$ cat config.mk
export PLATFORM = sky130hd
export DESIGN_NAME = traffic_generator
export DESIGN_NICKNAME = d
export VERILOG_FILES = /design/src/common/dram_ctrl_pkg.sv /design/src/common/mem_issue_if.sv /design/src/traffic/traffic_decode.sv /design/src/traffic/traffic_execute.sv /design/src/traffic/traffic_result.sv /design/src/verilog/traffic_generator.sv
export SDC_FILE = /design/constraint.sdc
export NUM_CORES = 1
export LEC_CHECK = 0
export BUFFER_PORTS_ARGS = -buffer_cell sky130_fd_sc_hd__buf_4
export CAP_MARGIN = 20
export CORE_AREA = 2 2 291 293
export CTS_BUF_LIST = sky130_fd_sc_hd__clkbuf_8
export CTS_CLUSTER_DIAMETER = 30
export CTS_CLUSTER_SIZE = 24
export DETAILED_ROUTE_END_ITERATION = 7
export DIE_AREA = 0 0 293 295
export GPL_TIMING_DRIVEN = 0
export PLACE_DENSITY = 0.45
export REMOVE_ABC_BUFFERS = 1
export SKIP_CTS_REPAIR_TIMING = 1
export SLEW_MARGIN = 10
export SYNTH_ARGS = -nofsm -noshare
export SYNTH_HDL_FRONTEND = slang
export SYNTH_SLANG_ARGS = --single-unit
export TNS_END_PERCENT = 10
$ cat constraint.sdc
create_clock -name i_clk_dram_ctrl -period 25.5 [get_ports i_clk_dram_ctrl]
set_input_delay 0 -clock i_clk_dram_ctrl [delete_from_list [all_inputs] [get_ports i_clk_dram_ctrl]]
set_output_delay 0 -clock i_clk_dram_ctrl [all_outputs]
set_load 0.01 [all_outputs]
$ cat src/common/dram_ctrl_pkg.sv
package dram_ctrl_pkg;

    // burst addressed memory, one 128 bit word per burst
    localparam int addr_width = 24;   // {row, bank, col}
    localparam int data_width = 128;

    typedef logic [addr_width-1:0] addr_t;
    typedef logic [data_width-1:0] data_t;

    // who asked for a memory request
    typedef enum logic [1:0] {
        src_write = 2'd0,
        src_audio = 2'd1,
        src_video = 2'd2
    } src_t;

    // one arbitrated request on its way to the memory bus
    typedef struct packed {
        logic  we;     // 1 = write, 0 = read
        src_t  src;
        addr_t addr;
        data_t data;   // write data, don't care for reads
        logic  last;   // closes the sample load burst
    } mem_req_t;

    // outstanding request queue depth
    localparam int default_max_outstanding = 4;

endpackage

$ cat src/common/mem_issue_if.sv
interface mem_issue_if;
    import dram_ctrl_pkg::*;

    logic     valid;   // decode has a request waiting
    mem_req_t req;     // stable while valid and not ready
    logic     ready;   // execute takes it this cycle
    logic     full;    // no room for another outstanding request

    // decode side
    modport producer (
        output valid,
        output req,
        input  ready
    );

    // execute side, also gated by the queue state
    modport consumer (
        input  valid,
        input  req,
        input  full,
        output ready
    );

    // result side reports queue occupancy
    modport status (
        output full
    );

endinterface

$ cat src/traffic/traffic_decode.sv
module traffic_decode (
    input  wire                   i_clk_dram_ctrl,
    input  wire                   i_rst_dram_ctrl,

    // sample write stream
    input  wire                   i_wr_valid,
    output logic                  o_wr_ready,
    input  wire dram_ctrl_pkg::addr_t i_wr_addr,
    input  wire dram_ctrl_pkg::data_t i_wr_data,
    input  wire                   i_wr_last,

    // audio read addresses
    input  wire                   i_aud_valid,
    output logic                  o_aud_ready,
    input  wire dram_ctrl_pkg::addr_t i_aud_addr,

    // video read addresses
    input  wire                   i_vid_valid,
    output logic                  o_vid_ready,
    input  wire dram_ctrl_pkg::addr_t i_vid_addr,

    input  wire                   i_sample_load_complete,

    mem_issue_if.producer         issue
);
    import dram_ctrl_pkg::*;

    logic     hold_valid;
    mem_req_t hold_req;
    mem_req_t next_req;
    logic     can_load;
    logic     gnt_wr;
    logic     gnt_aud;
    logic     gnt_vid;
    logic     any_gnt;

    // holding register is free or being emptied this cycle
    assign can_load = !hold_valid || issue.ready;

    // reads are locked out until all samples sit in memory
    assign gnt_vid = i_sample_load_complete && i_vid_valid;
    assign gnt_aud = i_sample_load_complete && i_aud_valid && !i_vid_valid;
    assign gnt_wr  = i_wr_valid && !gnt_vid && !gnt_aud;
    assign any_gnt = gnt_vid || gnt_aud || gnt_wr;

    assign o_vid_ready = can_load && gnt_vid;
    assign o_aud_ready = can_load && gnt_aud;
    assign o_wr_ready  = can_load && gnt_wr;

    // pack the winner
    always_comb begin
        next_req = '{we: 1'b1, src: src_write, addr: i_wr_addr, data: i_wr_data,
                     last: i_wr_last};
        if (gnt_vid) begin
            next_req = '{we: 1'b0, src: src_video, addr: i_vid_addr, data: '0, last: 1'b0};
        end else if (gnt_aud) begin
            next_req = '{we: 1'b0, src: src_audio, addr: i_aud_addr, data: '0, last: 1'b0};
        end
    end

    always_ff @(posedge i_clk_dram_ctrl) begin
        if (i_rst_dram_ctrl) begin
            hold_valid <= 1'b0;
        end else if (can_load) begin
            hold_valid <= any_gnt;
        end
    end

    always_ff @(posedge i_clk_dram_ctrl) begin
        if (can_load && any_gnt) begin
            hold_req <= next_req;   // granted request
        end
    end

    assign issue.valid = hold_valid;
    assign issue.req   = hold_req;

endmodule

$ cat src/traffic/traffic_execute.sv
module traffic_execute #(
    parameter int max_outstanding = dram_ctrl_pkg::default_max_outstanding
) (
    input  wire                   i_clk_dram_ctrl,
    input  wire                   i_rst_dram_ctrl,

    mem_issue_if.consumer         issue,

    // pipelined wishbone request side
    output logic                  o_mem_stb,
    output logic                  o_mem_we,
    output dram_ctrl_pkg::addr_t  o_mem_addr,
    output dram_ctrl_pkg::data_t  o_mem_wdata,
    input  wire                   i_mem_stall,

    // one pulse per request taken by the bus
    output logic                  o_issue_push,
    output dram_ctrl_pkg::src_t   o_issue_src,
    output logic                  o_issue_last
);
    import dram_ctrl_pkg::*;

    logic     stb_q;
    mem_req_t req_q;
    logic     take;
    logic     bus_accept;

    // the result queue indexes by wrapping pointers
    if (max_outstanding < 1 || (max_outstanding & (max_outstanding - 1)) != 0) begin : g_depth
        $error("traffic_execute: max_outstanding must be a power of two");
    end

    assign bus_accept = stb_q && !i_mem_stall;

    // a new request may follow straight behind one the bus takes now
    assign issue.ready = (!stb_q || !i_mem_stall) && !issue.full;
    assign take        = issue.valid && issue.ready;

    always_ff @(posedge i_clk_dram_ctrl) begin
        if (i_rst_dram_ctrl) begin
            stb_q <= 1'b0;
        end else if (take) begin
            stb_q <= 1'b1;
        end else if (!i_mem_stall) begin
            stb_q <= 1'b0;   // taken, nothing behind it
        end
    end

    // fields frozen while stalled since take needs the bus free
    always_ff @(posedge i_clk_dram_ctrl) begin
        if (take) begin
            req_q <= issue.req;
        end
    end

    assign o_mem_stb   = stb_q;
    assign o_mem_we    = req_q.we;
    assign o_mem_addr  = req_q.addr;
    assign o_mem_wdata = req_q.data;

    // source and last flag go to the outstanding queue
    assign o_issue_push = bus_accept;
    assign o_issue_src  = req_q.src;
    assign o_issue_last = req_q.last;

endmodule

$ cat src/traffic/traffic_result.sv
module traffic_result #(
    parameter int max_outstanding = dram_ctrl_pkg::default_max_outstanding
) (
    input  wire                   i_clk_dram_ctrl,
    input  wire                   i_rst_dram_ctrl,

    input  wire                   i_issue_push,
    input  wire dram_ctrl_pkg::src_t i_issue_src,
    input  wire                   i_issue_last,

    input  wire                   i_mem_ack,
    input  wire dram_ctrl_pkg::data_t i_mem_rdata,

    mem_issue_if.status           issue,

    output logic                  o_audio_valid,
    output dram_ctrl_pkg::data_t  o_audio_data,
    output logic                  o_video_valid,
    output dram_ctrl_pkg::data_t  o_video_data,
    output logic                  o_sample_load_complete
);
    import dram_ctrl_pkg::*;

    localparam int ptr_w = (max_outstanding > 1) ? $clog2(max_outstanding) : 1;
    localparam logic [ptr_w:0] depth = (ptr_w + 1)'(max_outstanding);

    src_t             src_mem  [1 << ptr_w];
    logic             last_mem [1 << ptr_w];
    logic [ptr_w-1:0] wr_ptr;
    logic [ptr_w-1:0] rd_ptr;
    logic [ptr_w:0]   count;
    logic [ptr_w:0]   count_next;
    src_t             head_src;
    logic             head_last;

    assign head_src  = src_mem[rd_ptr];
    assign head_last = last_mem[rd_ptr];

    // occupancy after this cycle's push and ack
    assign count_next = count + (ptr_w + 1)'(i_issue_push) - (ptr_w + 1)'(i_mem_ack);
    assign issue.full = count_next >= depth;

    always_ff @(posedge i_clk_dram_ctrl) begin
        if (i_rst_dram_ctrl) begin
            wr_ptr <= '0;
            rd_ptr <= '0;
            count  <= '0;
        end else begin
            if (i_issue_push) wr_ptr <= wr_ptr + 1'b1;
            if (i_mem_ack) rd_ptr <= rd_ptr + 1'b1;   // acks come back in issue order
            count <= count_next;
        end
    end

    always_ff @(posedge i_clk_dram_ctrl) begin
        if (i_issue_push) begin
            src_mem[wr_ptr]  <= i_issue_src;
            last_mem[wr_ptr] <= i_issue_last;
        end
    end

    // route the response by the head entry
    always_ff @(posedge i_clk_dram_ctrl) begin
        if (i_rst_dram_ctrl) begin
            o_audio_valid          <= 1'b0;
            o_video_valid          <= 1'b0;
            o_sample_load_complete <= 1'b0;
        end else begin
            o_audio_valid <= i_mem_ack && (head_src == src_audio);
            o_video_valid <= i_mem_ack && (head_src == src_video);
            if (i_mem_ack && head_src == src_write && head_last) begin
                o_sample_load_complete <= 1'b1;   // sticky until reset
            end
        end
    end

    always_ff @(posedge i_clk_dram_ctrl) begin
        if (i_mem_ack && head_src == src_audio) o_audio_data <= i_mem_rdata;
        if (i_mem_ack && head_src == src_video) o_video_data <= i_mem_rdata;
    end

endmodule

$ cat src/verilog/traffic_generator.sv
module traffic_generator #(
    parameter int max_outstanding = dram_ctrl_pkg::default_max_outstanding
) (
    input  wire                   i_clk_dram_ctrl,
    input  wire                   i_rst_dram_ctrl,

    // sample write stream
    input  wire                   i_wr_valid,
    output logic                  o_wr_ready,
    input  wire dram_ctrl_pkg::addr_t i_wr_addr,
    input  wire dram_ctrl_pkg::data_t i_wr_data,
    input  wire                   i_wr_last,

    // audio read stream
    input  wire                   i_aud_valid,
    output logic                  o_aud_ready,
    input  wire dram_ctrl_pkg::addr_t i_aud_addr,

    // video read stream
    input  wire                   i_vid_valid,
    output logic                  o_vid_ready,
    input  wire dram_ctrl_pkg::addr_t i_vid_addr,

    // memory bus
    output logic                  o_mem_stb,
    output logic                  o_mem_we,
    output dram_ctrl_pkg::addr_t  o_mem_addr,
    output dram_ctrl_pkg::data_t  o_mem_wdata,
    input  wire                   i_mem_stall,
    input  wire                   i_mem_ack,
    input  wire dram_ctrl_pkg::data_t i_mem_rdata,

    // read responses, no back-pressure
    output logic                  o_audio_valid,
    output dram_ctrl_pkg::data_t  o_audio_data,
    output logic                  o_video_valid,
    output dram_ctrl_pkg::data_t  o_video_data,

    output logic                  o_sample_load_complete
);
    import dram_ctrl_pkg::*;

    logic issue_push;
    src_t issue_src;
    logic issue_last;

    mem_issue_if issue_if ();

    traffic_decode u_decode (
        .i_clk_dram_ctrl        (i_clk_dram_ctrl),
        .i_rst_dram_ctrl        (i_rst_dram_ctrl),
        .i_wr_valid             (i_wr_valid),
        .o_wr_ready             (o_wr_ready),
        .i_wr_addr              (i_wr_addr),
        .i_wr_data              (i_wr_data),
        .i_wr_last              (i_wr_last),
        .i_aud_valid            (i_aud_valid),
        .o_aud_ready            (o_aud_ready),
        .i_aud_addr             (i_aud_addr),
        .i_vid_valid            (i_vid_valid),
        .o_vid_ready            (o_vid_ready),
        .i_vid_addr             (i_vid_addr),
        .i_sample_load_complete (o_sample_load_complete),   // gates the read streams
        .issue                  (issue_if)
    );

    traffic_execute #(
        .max_outstanding (max_outstanding)
    ) u_execute (
        .i_clk_dram_ctrl (i_clk_dram_ctrl),
        .i_rst_dram_ctrl (i_rst_dram_ctrl),
        .issue           (issue_if),
        .o_mem_stb       (o_mem_stb),
        .o_mem_we        (o_mem_we),
        .o_mem_addr      (o_mem_addr),
        .o_mem_wdata     (o_mem_wdata),
        .i_mem_stall     (i_mem_stall),
        .o_issue_push    (issue_push),
        .o_issue_src     (issue_src),
        .o_issue_last    (issue_last)
    );

    traffic_result #(
        .max_outstanding (max_outstanding)
    ) u_result (
        .i_clk_dram_ctrl        (i_clk_dram_ctrl),
        .i_rst_dram_ctrl        (i_rst_dram_ctrl),
        .i_issue_push           (issue_push),
        .i_issue_src            (issue_src),
        .i_issue_last           (issue_last),
        .i_mem_ack              (i_mem_ack),
        .i_mem_rdata            (i_mem_rdata),
        .issue                  (issue_if),
        .o_audio_valid          (o_audio_valid),
        .o_audio_data           (o_audio_data),
        .o_video_valid          (o_video_valid),
        .o_video_data           (o_video_data),
        .o_sample_load_complete (o_sample_load_complete)
    );

endmodule
==> results.toml <==
[status]
status = "completed"

[yosys]
synthFlopType = "edfxtp_1"
syn_inst = 885
ys_seq_area_share_pct = 90.6
synth_edf_count = 580
netlist_area_mm2 = 0.0195
ys_async_sr_fraction_pct = 0
yosys_warnings = 0
yosys_register_bits = 594
synth_area_per_cell_um2 = 22.1
synthDistinctLibCells = 33

[floorplanning]
die_area_mm2 = 0.0864
start_util_pct = 23.5
die_w_um = 293
num_rows = 106
io_pins = 752
fp.dieH_um = 295
fp.coreArea_mm2 = 0.0832

[route]
vias_per_cell = 3.92
first_pass_iters = 4
drc_errors = 0
drt_iter0_markers = 550
wire_per_inst_um = 19.6
vias = 13600
postRouteAntennaNets = 0
drt_wl_total_mm = 67.9

[clock_network]
cts_tree = "yes"
path_clk_slew_ns = 0.06
cts_max_path_buffers = 3
h-tree-depth = 4
clockRootBuffer = "clkbuf_8"
insertion_delay_ns = 0.77
cts_num_sinks = 594
cts_buffers = 148

[flow_run]
maxCapViolCount = 0

[timing]
fin_crit_ns = 3.38
rsz0062_at_grt = "false"
finalHoldViolCount = 0
skew_ns = 0.0356
worstMarginPinSlew_ns = 0.789
finalCritPeriodShare_pct = 13.2
timing.slew.headroom_pct = 47.3
setup_tns_ns = 0
slew_viol_final = 0
fmax_mhz = 296
setup_violations = 0

[global_route]
grt_max_degree = 91
grt_pass1_wl_mm = 86.1
grt_antenna_before_repair = 12
grt_pass1_vias = 12500
globalRouteTotalUtil_pct = 14.1
grt-ovfl-total = 0

[setup_path]
cp_common_cell = "buf_16"
cp.required_ns = 25.98
r2r_slack_ns = 22.12
cp_top_family = "buffers and inverters"
end_kind = "flop"
critPathBufInv = 4
path_cells = "nor2b_1 -> ha_1 -> fa_1 -> xor3_1 -> nand2_1 -> a21oi_4 -> buf_16 -> buf_12 -> buf_16 -> buf_16"
rr_worst_depth = 10
critPathKind = "flop to flop"
worstPathArrival_ns = 3.86
rr_endpoint = "u_execute.o_mem_wdata[50]$_DFFE_PP_"
cpMaxStageDelayCell = "a21oi_4"
slowest_delay_ns = 0.62
cp_max_fo = 19
r2r_start = "u_execute.o_mem_stb$_SDFFE_PP0P_"
critPathLaunchType = "flop"

[layout]
regArea_mm2 = 0.0177
nNetsFinal = 2593
multiInputGateArea_mm2 = 0.00172
layout-drive-gt1-share_pct = 42.4
mostFrequentLayoutCell = "buf_4"
area_growth_pct = 78.4
final_cell_mix = "buf_4, edfxtp_1, dlygate4sd3_1, clkbuf_8, and2_1"
fill_cells = 7646

[power]
ir_drop_uv = 54.9
clockPowerShare_pct = 40.8
finalPower_mw = 2.98
swShare_pct = 25.6
leakage_nw = 13.7
p_int_mw = 2.22
p_sw_mw = 0.764
power_frac_seq_pct = 43.6
power_density_mw_per_mm2 = 85.6
p_comb_share_pct = 15.5

[placement]
io_buffers = 751
hpwlAfterDp_mm = 47.2
gp_congestion = 0.812

[hold_path]
hold_class = "input port to flop"
min_to = "u_decode.issue.req[31]$_SDFFCE_PP0P_"
hold_path_depth = 3
hold_start = "i_wr_data[30]"
==> flip-flops by register name, indices dropped and copies added, names as in the netlist, 2 cells and up, named ones only <==
name / cells
u_decode.issue.req: 156
u_execute.o_issue_src: 2
u_execute.o_mem_addr: 24
u_execute.o_mem_wdata: 128
u_result.count: 3
u_result.last_mem: 4
u_result.o_audio_data: 128
u_result.o_video_data: 128
u_result.rd_ptr: 2
u_result.src_mem: 8
u_result.wr_ptr: 2
==> cells in the mapped netlist, types with 2 or more instances <==
| master | n | area [um^2] |
|---|---|---|
| a22oi_1 | 23 | 173 |
| inv_1 | 8 | 30.0 |
| a21oi_1 | 4 | 20.0 |
| dfxtp_1 | 14 | 280 |
| o21ai_0 | 24 | 120 |
| buf_2 | 7 | 35.0 |
| nor2b_1 | 5 | 31.3 |
| and2_1 | 137 | 857 |
| o21a_1 | 2 | 15.0 |
| clkbuf_1 | 18 | 67.6 |
| nor2_1 | 7 | 26.3 |
| nand2_1 | 28 | 105 |
| xnor2_1 | 2 | 17.5 |
| mux4_1 | 2 | 52.6 |
| edfxtp_1 | 580 | 17400 |
| mux2i_1 | 2 | 20.0 |
| ha_1 | 6 | 75.1 |
==> routing by layer <==
metal / global-route usage [%] / up-vias / wire, um
met5: 0 / - / 113
met4: 7.53 / 18 / 2250
met3: 8.46 / 127 / 7030
met2: 23.8 / 624 / 34900
met1: 13.5 / 6596 / 23600
li1: - / 6191 / -
==> tightest hold or removal path, cell delays in order <==
cell           delay, ns
dlygate4sd3_1       0.52
buf_4               0.09
and2_1              0.10
==> power groups by stage <==
stage | clock network, mW | registers [mW] | logic [mW]
final | 1.22 | 1.30 | 0.463
after global routing | 1.31 | 1.31 | 0.494
after CTS | 1.26 | 1.30 | 0.410
after detailed placement | 0 | 1.32 | 0.409
after global placement | 0 | 1.38 | 0.363
after floorplan | 0 | 1.39 | 0.0810
==> cells by family after synthesis <==
group / Yosys count / share of synthesized area [%]
AOI/OAI and AO/OA: 56 / 1.82
xor gates and xnor gates: 4 / 0.256
adders and majority gates: 7 / 0.487
buffers and inverters: 34 / 0.718
DFF: 594 / 90.6
muxes: 6 / 0.545
and+or+nand+nor: 184 / 5.53
==> worst max path at each step <==
stage	slack, ns	cells past startpoint	endpoint	from
after floorplan	15.78	8	u_execute.o_issue_last$_DFFE_PP_	u_result.count[0]$_SDFF_PP0_
after global placement	10.37	8	u_execute.o_mem_wdata[68]$_DFFE_PP_	u_result.count[0]$_SDFF_PP0_
after detailed placement	22.04	10	u_execute.o_mem_wdata[68]$_DFFE_PP_	u_execute.o_mem_stb$_SDFFE_PP0P_
after CTS	22.03	10	u_execute.o_mem_wdata[68]$_DFFE_PP_	u_execute.o_mem_stb$_SDFFE_PP0P_
after global routing	21.84	10	u_execute.o_mem_wdata[50]$_DFFE_PP_	u_execute.o_mem_stb$_SDFFE_PP0P_
final	22.12	10	u_execute.o_mem_wdata[50]$_DFFE_PP_	u_execute.o_mem_stb$_SDFFE_PP0P_
==> through the flow <==
stage               cell area, um^2  instances  setup WS [ns]  hold WS, ns  utilization (%)
global route                  34800       3454          21.84     -0.00439             41.9
floorplan                     19400        859          15.78       0.0643                -
finish                        34800       3454          22.12       0.0453             41.9
detailed placement            27000       2711          22.04        0.188             32.4
global placement              26400       2690          10.37        0.186             31.8
CTS                           30100       2984          22.03       -0.721             36.2
==> final cells by class <==
type	instances	share of cell area, %
Inverter	8	0.101
Clock inverter	115	2.92
Clock buffer	158	6.24
Multi-Input combinational cell	257	4.93
Antenna cell	1	0.00718
Sequential cell	594	50.8
Tap cell	1080	3.88
Timing Repair Buffer	1241	31.1
Note: power is estimated with default switching activity, not from simulation.
